$ cat src/verilog/npu_cfg.svh
`ifndef NPU_CFG_SVH
`define NPU_CFG_SVH

// window size, one lane per 3x3 neighbour
`define NPU_LANES 9

// scratchpad geometry
`define NPU_MEM_W 80	// columns per lane array
`define NPU_MEM_H 8	// rows, also output channel count

// feature map walked by the reader, both sides even
`define NPU_FMAP_W 8
`define NPU_FMAP_H 8	// no more than NPU_MEM_H

// reserved columns at the right edge of the scratchpad
`define NPU_WEIGHT_COL (`NPU_MEM_W - 9)	// one weight row per channel
`define NPU_BIAS_COL (`NPU_MEM_W - 1)	// bias in lanes 0 and 1

// address widths
`define NPU_COL_BITS 7
`define NPU_ROW_BITS 3

`endif

$ cat src/verilog/npu_mem_pkg.sv
`include "npu_cfg.svh"

package npu_mem_pkg;

	typedef logic [7:0] lane_byte_t;	// one lane datum
	typedef logic [`NPU_COL_BITS-1:0] col_addr_t;
	typedef logic [`NPU_ROW_BITS-1:0] row_addr_t;
	typedef logic [`NPU_LANES-1:0] lane_mask_t;	// bit 8 is lane 0, top-left
	typedef logic signed [15:0] bias_t;

	// lanes 0 and 1 carry the bias word
	localparam lane_mask_t bias_lanes = {2'b11, {(`NPU_LANES - 2){1'b0}}};

	typedef struct packed {
		bias_t value;	// top two lane bytes
		logic [8*(`NPU_LANES-2)-1:0] pad;	// lanes 2..8, unused
	} bias_view_t;

	// one scratchpad word, read as lane bytes or as a bias
	typedef union packed {
		lane_byte_t [0:`NPU_LANES-1] lanes;	// lane 0 in the top byte
		bias_view_t bias;
	} mem_word_u;

	// shared write port, one cell address for all lanes
	typedef struct packed {
		logic en;
		col_addr_t col;
		row_addr_t row;
		lane_mask_t mask;	// lanes actually written
		mem_word_u word;
	} wr_cmd_t;

	// one address pair per lane
	typedef struct packed {
		col_addr_t [0:`NPU_LANES-1] col;
		row_addr_t [0:`NPU_LANES-1] row;
		lane_mask_t mask;	// enabled lanes, others held at 0
	} rd_cmd_t;

endpackage

$ cat src/verilog/npu_win_pkg.sv
`include "npu_cfg.svh"

package npu_win_pkg;

	import npu_mem_pkg::*;

	typedef enum logic [1:0] {
		kind_bias = 2'd0,
		kind_weight = 2'd1,
		kind_pixel = 2'd2
	} load_kind_t;	// 2'd3 is illegal

	typedef logic signed [7:0] weight_t;

	// one load beat, no handshake
	typedef struct packed {
		logic valid;
		load_kind_t kind;
		mem_word_u word;
	} load_req_t;

	// one 3x3 window per output position
	typedef struct packed {
		logic valid;
		logic [1:0] quad;	// max-pool quadrant l
		col_addr_t col;	// centre column
		row_addr_t row;	// centre row
		lane_mask_t mask;	// 0 = padded neighbour
		lane_byte_t [0:`NPU_LANES-1] pixels;	// padded lanes read 0
	} window_t;

	// coefficients of the selected channel
	typedef struct packed {
		logic valid;
		weight_t [0:`NPU_LANES-1] weights;	// lane 0 is top-left tap
		bias_t bias;
	} coef_t;

endpackage

$ cat src/verilog/window_loader.sv
`timescale 1ns/1ns
`include "npu_cfg.svh"

module window_loader
	import npu_mem_pkg::*, npu_win_pkg::*;
(
	input logic clk,
	input logic rst_n,
	input load_req_t load,
	output wr_cmd_t wr
);

	localparam col_addr_t last_col = col_addr_t'(`NPU_FMAP_W - 1);
	localparam row_addr_t last_row = row_addr_t'(`NPU_FMAP_H - 1);
	localparam row_addr_t last_ch = row_addr_t'(`NPU_MEM_H - 1);

	row_addr_t bias_row;	// next bias slot
	row_addr_t weight_row;	// next weight slot
	col_addr_t pix_col;	// raster pointer, column first
	row_addr_t pix_row;

	// placement by kind, write goes out in the load cycle
	always_comb begin
		wr.en = load.valid;
		wr.word = load.word;	// payload passes as is
		case (load.kind)
			kind_bias: begin
				wr.col = col_addr_t'(`NPU_BIAS_COL);
				wr.row = bias_row;
				wr.mask = bias_lanes;	// lanes 0 and 1 only
			end
			kind_weight: begin
				wr.col = col_addr_t'(`NPU_WEIGHT_COL);
				wr.row = weight_row;
				wr.mask = '1;
			end
			kind_pixel: begin
				wr.col = pix_col;
				wr.row = pix_row;
				wr.mask = '1;
			end
			default: begin
				wr.col = '0;
				wr.row = '0;
				wr.mask = '0;	// bad kind writes nothing
			end
		endcase
	end

	// three independent wrapping counters
	always_ff @(posedge clk or negedge rst_n) begin
		if (!rst_n) begin
			bias_row <= '0;
			weight_row <= '0;
			pix_col <= '0;
			pix_row <= '0;
		end else if (load.valid) begin
			case (load.kind)
				kind_bias: bias_row <= (bias_row == last_ch) ? '0 : bias_row + 1'b1;
				kind_weight: weight_row <= (weight_row == last_ch) ? '0 : weight_row + 1'b1;
				kind_pixel: begin
					if (pix_col == last_col) begin
						pix_col <= '0;	// end of line
						pix_row <= (pix_row == last_row) ? '0 : pix_row + 1'b1;
					end else begin
						pix_col <= pix_col + 1'b1;
					end
				end
				default: ;	// counters hold
			endcase
		end
	end

	a_kind_legal: assert property (@(posedge clk) disable iff (!rst_n)
		load.valid |-> load.kind inside {kind_bias, kind_weight, kind_pixel})
		else $error("window_loader: illegal load kind %0d", load.kind);

endmodule

$ cat config.mk
export PLATFORM = sky130hd
export DESIGN_NAME = window_loader
export DESIGN_NICKNAME = d
export VERILOG_FILES = /design/src/verilog/npu_mem_pkg.sv /design/src/verilog/npu_win_pkg.sv /design/src/verilog/window_loader.sv
export VERILOG_INCLUDE_DIRS = /design/src /design/src/verilog
export SDC_FILE = /design/constraint.sdc
export NUM_CORES = 1
export LEC_CHECK = 0
export ABC_AREA = 1
export BUFFER_PORTS_ARGS = -buffer_cell sky130_fd_sc_hd__buf_2
export CORE_UTILIZATION = 36
export CTS_CLUSTER_SIZE = 25
export DETAILED_ROUTE_END_ITERATION = 6
export GPL_ROUTABILITY_DRIVEN = 1
export GPL_TIMING_DRIVEN = 0
export PLACE_DENSITY_LB_ADDON = 0.05
export SYNTH_ARGS = -nofsm -noshare
export SYNTH_HDL_FRONTEND = slang
export SYNTH_SLANG_ARGS = --single-unit
$ cat constraint.sdc
create_clock -name clk -period 1.2 [get_ports clk]
set_input_delay 0.24 -clock clk [delete_from_list [all_inputs] [get_ports clk]]
set_output_delay 0.24 -clock clk [all_outputs]
set_load 0.1 [all_outputs]
Yosys cells after proc, flatten, opt, wreduce, memory -nomap -nowiden. Index checks and enable logic that the tools add are counted.

Register bits after elaboration: 16. Input port bits: 77. Output and inout bits: 92. Logic and storage cells: 24.

Add/sub/neg operators: 4. Equal/unequal tests: 6. Multiplexer cells: 5. Reductions and logical operators: 5.

Operator list (count): $pmux W19 S3 (1); $add A3 B1 Y3 const B (3); $eq A3 B3 Y1 const B (3); $mux W3 (3); $add A7 B1 Y7 const B (1); $eq A7 B3 Y1 const B (1); $mux W7 (1); $reduce_and A2 Y1 (3); $reduce_and A3 Y1 (1); $eq A2 B1 Y1 const B (1); $eq A2 B2 Y1 const B (1); $logic_not A2 Y1 (1).

Longest topological paths before layout. Gate-level depths: netlist of run 1.

Word-level depth: 2. Depth in mapped cells: 9. Depth with buffers taken out: 8.

Worst setup path before layout of run 1. Ideal clock, no wire load.

Path kind: in2out. Start: in load[72] (netlist bit). End: out wr[84] (netlist bit). Data arrival time: 2170 ps. Required time: 960 ps. Setup slack: -1210 ps. Cell stages on the path: 5. Path buffers: 1. Path through: inv_1 -> ha_1 -> buf_6 -> nand2_1 -> a21oi_1.

RTL lines: from (decl) (RTL line window_loader.sv:9) `input load_req_t load,`; to (decl) (RTL line window_loader.sv:10) `output wr_cmd_t wr`.

==> results.yml, run 1 <==
power:
  p_int_mw: 2.07
  p_seq_frac: 0.201
  power.share.combinational: 0.693
  switchingPower_mw: 2.56
  sw_frac_of_total: 0.553
  total_power_mw: 4.62
  power_leakage_nw: 1.78
  vdd_drop_max_v: 0.00110
  pwr-share-clk: 0.105
  power.density_nw_per_um2: 1410
final_layout:
  fillers: 314
  diodes: 0
  drive_gt1_frac: 0.756
  layout_commonest_cell: "buf_4"
  synthToLayoutAreaGrowth_pct: 96.7
  nNetsFinal: 439
  final_cell_mix: "86 x buf_4, 74 x buf_2, 39 x nand2_1"
  stdcell_count: 401
  final_cell_area_um2: 3290
status:
  violations: "setup timing"
  status: "finished with violations"
worst_setup_path:
  cp.arrival_ps: 1230
  critPathMaxStageDelay_ps: 220
  worstPathCellList: "buf_12 -> inv_16 -> ha_4 -> inv_4 -> o211ai_1 -> nand2_2 -> clkinvlp_4 -> buf_12"
  cp_num_buf_inv: 5
  critPathTopFamily: "buffers and inverters"
  critPathKind: "input port to output pin"
  slowest_stage: "o211ai_1"
  startpoint_type: "input port"
  cpMostUsedCell: "buf_12"
  cp-end-kind: "output pin"
  crit_fanout: 5
  required_ps: 960
clock_tree:
  cts.sinks: 16
  clock-root-buffer: "clkbuf_8"
  clk_pin_slew_ps: 60
  cts_tree: "built"
  clk-insertion-delay-late_ps: 250
  htreeDepth: 1
  cts_made_buffers: 3
  clk_path_buf_depth: 2
global_routing:
  overflow: 0
  grt_pass1_wl_mm: 6.72
  first_global_vias: 1386
  grt_max_degree: 17
  grt_antenna_before_repair: 0
  track_usage: 0.170
synthesis:
  syn_nets: 314
  syn_area_um2: 1670
  yosysWarnings: 0
  synth-seq-cells: 16
  netlist_instances: 225
  syn_avg_cell_area_um2: 7.43
  seq_area_frac_synth: 0.240
  yosysTopAreaCell: "buf_4"
  synth_top_area_frac: 0.359
  synth_area_leaders: "buf_4 36%, dfrtp_1 24%, nand2_1 12%"
  synth.distinct_cells: 21
timing:
  worstMarginPinSlew_ps: 506
  fin_skew_ps: 4.46
  maxSlewViolCount: 0
  slew_headroom: 0.665
  post-route-period-util: 1.22
  setup_viol: 25
  hold_viol: 0
  holdWs_ps: 423
  fin_ws_ps: -270
  min_period_ps: 1470
  rsz0062_at_grt: "yes"
  max_freq_mhz: 680
floorplanning:
  dieWidth_um: 70.1
  die_y_um: 70.1
  ios: 169
  fp-row-count: 24
  core_area_um2: 4410
  dieArea_um2: 4920
  initial_core_util: 0.379
route:
  drc_errors: 0
  routed_wl_mm: 5.18
  route.antenna.remaining_nets: 0
  firstDrtPassIters: 4
  wl_per_cell_um: 12.9
  vias: 1716
  drt_iter0_drc: 32
  viasPerCell: 4.28
placed_design:
  place_inst: 373
  port_buffers: 96
  gp_congestion: 0.781
  dp_hpwl_mm: 3.45
  post_dp_cell_area_um2: 2420
  place_ws_ps: -602
worst_hold_path:
  min_path_type: "input port to flop"
job:
  max_cap_violations: 0
[cell families after synthesis]
logic type | share of synthesized area
flip-flops | 0.240
AND/OR/NAND/NOR | 0.207
buffers and inverters | 0.421
XOR/XNOR | 0.00524
AO/OA/AOI/OAI | 0.0374
adder cells (fa/ha/maj) | 0.0898
[state kept, by name (all words and copies together) (netlist names)]
signal,cells
bias_row,3
pix_row,3
weight_row,3
pix_col,7
[path summary, 6_finish.rpt]
check / startpoint / end / slack (ps) / cells past startpoint
worst min-delay path: load[74] / bias_row[1] / 420 / 4
worst max-delay path: load[72] / wr[81] / -270 / 8
max in group asynchronous: rst_n / pix_col[2] / 420 / 2
worst max register to register: pix_col[0] / pix_row[2] / -70 / 8
min in group asynchronous: rst_n / pix_col[5] / 470 / 2
worst min register to register: weight_row[1] / weight_row[1] / 510 / 2
[layout make-up]
class	count	area (µm²)	share of cell area
Timing Repair Buffer	122	1080	0.330
Multi-Input combinational cell	104	887	0.270
Buffer	79	659	0.201
Sequential cell	16	402	0.122
Inverter	24	136	0.0415
Tap cell	52	65.1	0.0198
Clock buffer	4	55.1	0.0167
[synthesized netlist by cell type]
cell type,number
buf_4,80
nand2_1,53
inv_1,21
dfrtp_1,16
ha_1,12
nor2_1,10
a21oi_1,8
nand3_1,8
inv_2,2
nand2_2,2
nor2_4,2
o21ai_1,2
buf_6,1
clkinv_2,1
nand2_4,1
nand4_1,1
nand4_2,1
nor3_1,1
o211ai_1,1
o21ai_0,1
xnor2_1,1
[per-layer routing]
layer | track usage | up-vias | part of all wire
met5 | 0 | - | 0
met4 | 0.0200 | 0 | 0.0027
met3 | 0.0274 | 2 | 0.046
met2 | 0.276 | 72 | 0.54
met1 | 0.243 | 783 | 0.41
li1 | - | 859 | -
[power groups by stage]
stage | registers, mW | clock network (mW) | logic, mW
after CTS | 0.866 | 0.500 | 2.91
after global routing | 0.952 | 0.513 | 3.34
final | 0.931 | 0.488 | 3.21
after detailed placement | 0.880 | 0 | 2.51
after floorplan | 0.840 | 0 | 2.24
after global placement | 0.875 | 0 | 2.49
[what timing repair did]
action,CTS,global route
setup buffers,11,13
hold endpoints to repair,16,0
setup endpoints to repair,21,26
pin swaps,7,15
cloned,0,1
hold buffers,1,0
resized for setup,89,61
[per-stage QoR]
step / util / TNS [ps]
floorplan: - / -4510
global placement: 0.548 / -9900
detailed placement: 0.548 / -10010
CTS: 0.661 / -2440
global route: 0.745 / -4140
finish: 0.745 / -3180
[tightest hold or removal path, cell delays in order]
cell	delay [ps]
buf_2	160
nand2_1	120
nand2_1	60
nand2_1	60
Note: power is estimated with default switching activity, not from simulation.
==> run 2: changes to the inputs <==
--- a/config.mk
+++ b/config.mk
@@ -13,6 +13,7 @@
 export DETAILED_ROUTE_END_ITERATION = 6
 export GPL_ROUTABILITY_DRIVEN = 1
 export GPL_TIMING_DRIVEN = 0
+export MAX_ROUTING_LAYER = met4
 export PLACE_DENSITY_LB_ADDON = 0.05
 export SYNTH_ARGS = -nofsm -noshare
 export SYNTH_HDL_FRONTEND = slang
==> constraint.sdc (replaced) <==
create_clock -name clk -period 1.4 [get_ports clk]
set_input_delay 0.28 -clock clk [delete_from_list [all_inputs] [get_ports clk]]
set_output_delay 0.28 -clock clk [all_outputs]
set_load 0.1 [all_outputs]
==> run 2 against run 1 <==
The run still ends with setup timing left. Sequential share of layout area increased by 2.0 points. Via count shrank 4.9%. Final area decreased by 14%. Final cell count is 2.0% lower. Core utilization shrank 11 points. Die area unchanged. Critical endpoint unchanged. Largest cell class unchanged. Highest routed layer is now met3.
==> results.yml, run 2 (same netlist as run 1, synthesis figures left out) <==
worst_hold_path:
  min_delay_path_depth: 4
  holdPathEnd: "bias_row[2]"
  min_from: "load[74]"
  min_path_type: "input port to flop"
route:
  wl_per_cell_um: 10.1
  drc_errors: 0
  vias: 1632
  firstDrtPassIters: 4
  drt_iter0_drc: 10
  routed_wl_mm: 3.97
  viasPerCell: 4.15
  route.antenna.remaining_nets: 0
worst_setup_path:
  crit_fanout: 2
  r2r_start: "bias_row[0]"
  cp-end-kind: "output pin"
  startpoint_type: "flop"
  r2r-end: "bias_row[2]"
  rr_worst_depth: 6
  rrSetupSlack_ps: 80
  required_ps: 1120
  cp.arrival_ps: 1240
  critPathKind: "flop to output pin"
status:
  status: "finished with violations"
  violations: "setup timing"
clock_tree:
  cts_tree: "built"
  cts_made_buffers: 3
  clock-root-buffer: "clkbuf_8"
  clk_path_buf_depth: 2
  clk-insertion-delay-late_ps: 250
  clk_pin_slew_ps: 70
  htreeDepth: 1
  cts.sinks: 16
timing:
  rsz0062_at_grt: "yes"
  post-route-period-util: 1.09
  fin_skew_ps: 2.55
  setup_viol: 7
  max_freq_mhz: 656
  hold_viol: 0
  maxSlewViolCount: 0
  min_period_ps: 1520
  fin_ws_ps: -124
  slew_headroom: 0.672
  worstMarginPinSlew_ps: 495
final_layout:
  largest_register: "pix_col"
  drive_gt1_frac: 0.683
  stdcell_count: 393
  largest_reg_flops: 7
  diodes: 0
  final_cell_mix: "89 x buf_4, 75 x buf_2, 47 x nand2_1"
  fillers: 377
  nNetsFinal: 431
  synthToLayoutAreaGrowth_pct: 68.4
  seq_area_um2: 400
  layout_commonest_cell: "buf_4"
  multi_input_area_um2: 692
  final_cell_area_um2: 2820
  final_util: 0.638
floorplanning:
  ios: 169
  fp-row-count: 24
  core_area_um2: 4410
  dieWidth_um: 70.1
  initial_core_util: 0.379
  die_y_um: 70.1
  dieArea_um2: 4920
global_routing:
  grt_max_degree: 17
  first_global_vias: 1271
  grt_antenna_before_repair: 0
  track_usage: 0.144
  grt_pass1_wl_mm: 5.71
  overflow: 0
power:
  vdd_drop_max_v: 0.00113
  power_leakage_nw: 1.62
  power.density_nw_per_um2: 1270
job:
  max_cap_violations: 0
placed_design:
  gp_congestion: 0.790
  place_inst: 373
  post_dp_cell_area_um2: 2360
  dp_hpwl_mm: 3.15
  port_buffers: 96
==> run 2: changes by cell type in the layout (fill, tap and decap cells not counted), moves of 3 or more <==
cell	previous run	this run
buf_12	28	9
nand2_1	39	47
ha_4	9	3
nor2_1	3	9
buf_8	2	7
nand2_4	9	4
nor2_2	5	0
ha_1	3	7
buf_4	86	89
buf_6	9	12
nand3_1	3	6
nand3_2	5	2
==> run 2: through the flow <==
step	power, mW	TNS [ps]	hold slack (ps)	setup WS, ps
floorplan	2.60	-3200	-15.6	-477
global placement	2.85	-6200	224	-495
detailed placement	2.86	-6290	224	-487
CTS	3.47	-585	431	-102
global route	3.74	-755	470	-185
finish	3.59	-413	440	-124
==> run 2: worst max-delay path, cell delays in order, from the launching register on <==
cell and delay [ps]:
dfrtp_1 360, inv_2 40, o211ai_1 230, nand2_2 100
clkinvlp_4 90, buf_12 170
==> run 2: per-layer routing <==
metal | up-vias | routed length, µm | track usage
met2 | 80 | 2030 | 0.252
met3 | 0 | 320 | 0.0418
li1 | 843 | - | -
met5 | - | 0 | -
met1 | 709 | 1620 | 0.172
met4 | 0 | 0 | 0.00667
==> run 2: how the worst max path moves through the flow <==
stage / start / to / slack [ps] / cells past startpoint
floorplan: load[72] / wr[81] / -480 / 4
global placement: load[73] / wr[81] / -490 / 8
detailed placement: load[73] / wr[81] / -490 / 8
CTS: load[73] / wr[90] / -100 / 6
global route: bias_row[0] / wr[81] / -190 / 5
finish: bias_row[0] / wr[81] / -120 / 5
==> run 2: area by class of cell <==
type / instances / area share
plain buffers: 80 / 0.225
clock buffers: 4 / 0.0196
inverters: 24 / 0.0458
multi-input cells: 104 / 0.246
flip-flops and latches: 16 / 0.142
well taps: 52 / 0.0231
repair buffers: 113 / 0.298
==> run 2: where the power goes <==
part           switching [mW]  internal (mW)  total (mW)
Sequential              0.147          0.599       0.745
Combinational            1.70          0.714        2.41
Clock                   0.179          0.250       0.429
Total                    2.02           1.56        3.59
==> run 2: timing repair <==
item	CTS	global route
pin swaps	5	10
endpoints found under the hold margin	16	0
endpoints found under the setup margin	19	11
resized for setup	63	24
setup buffers	6	10
hold buffers	1	0
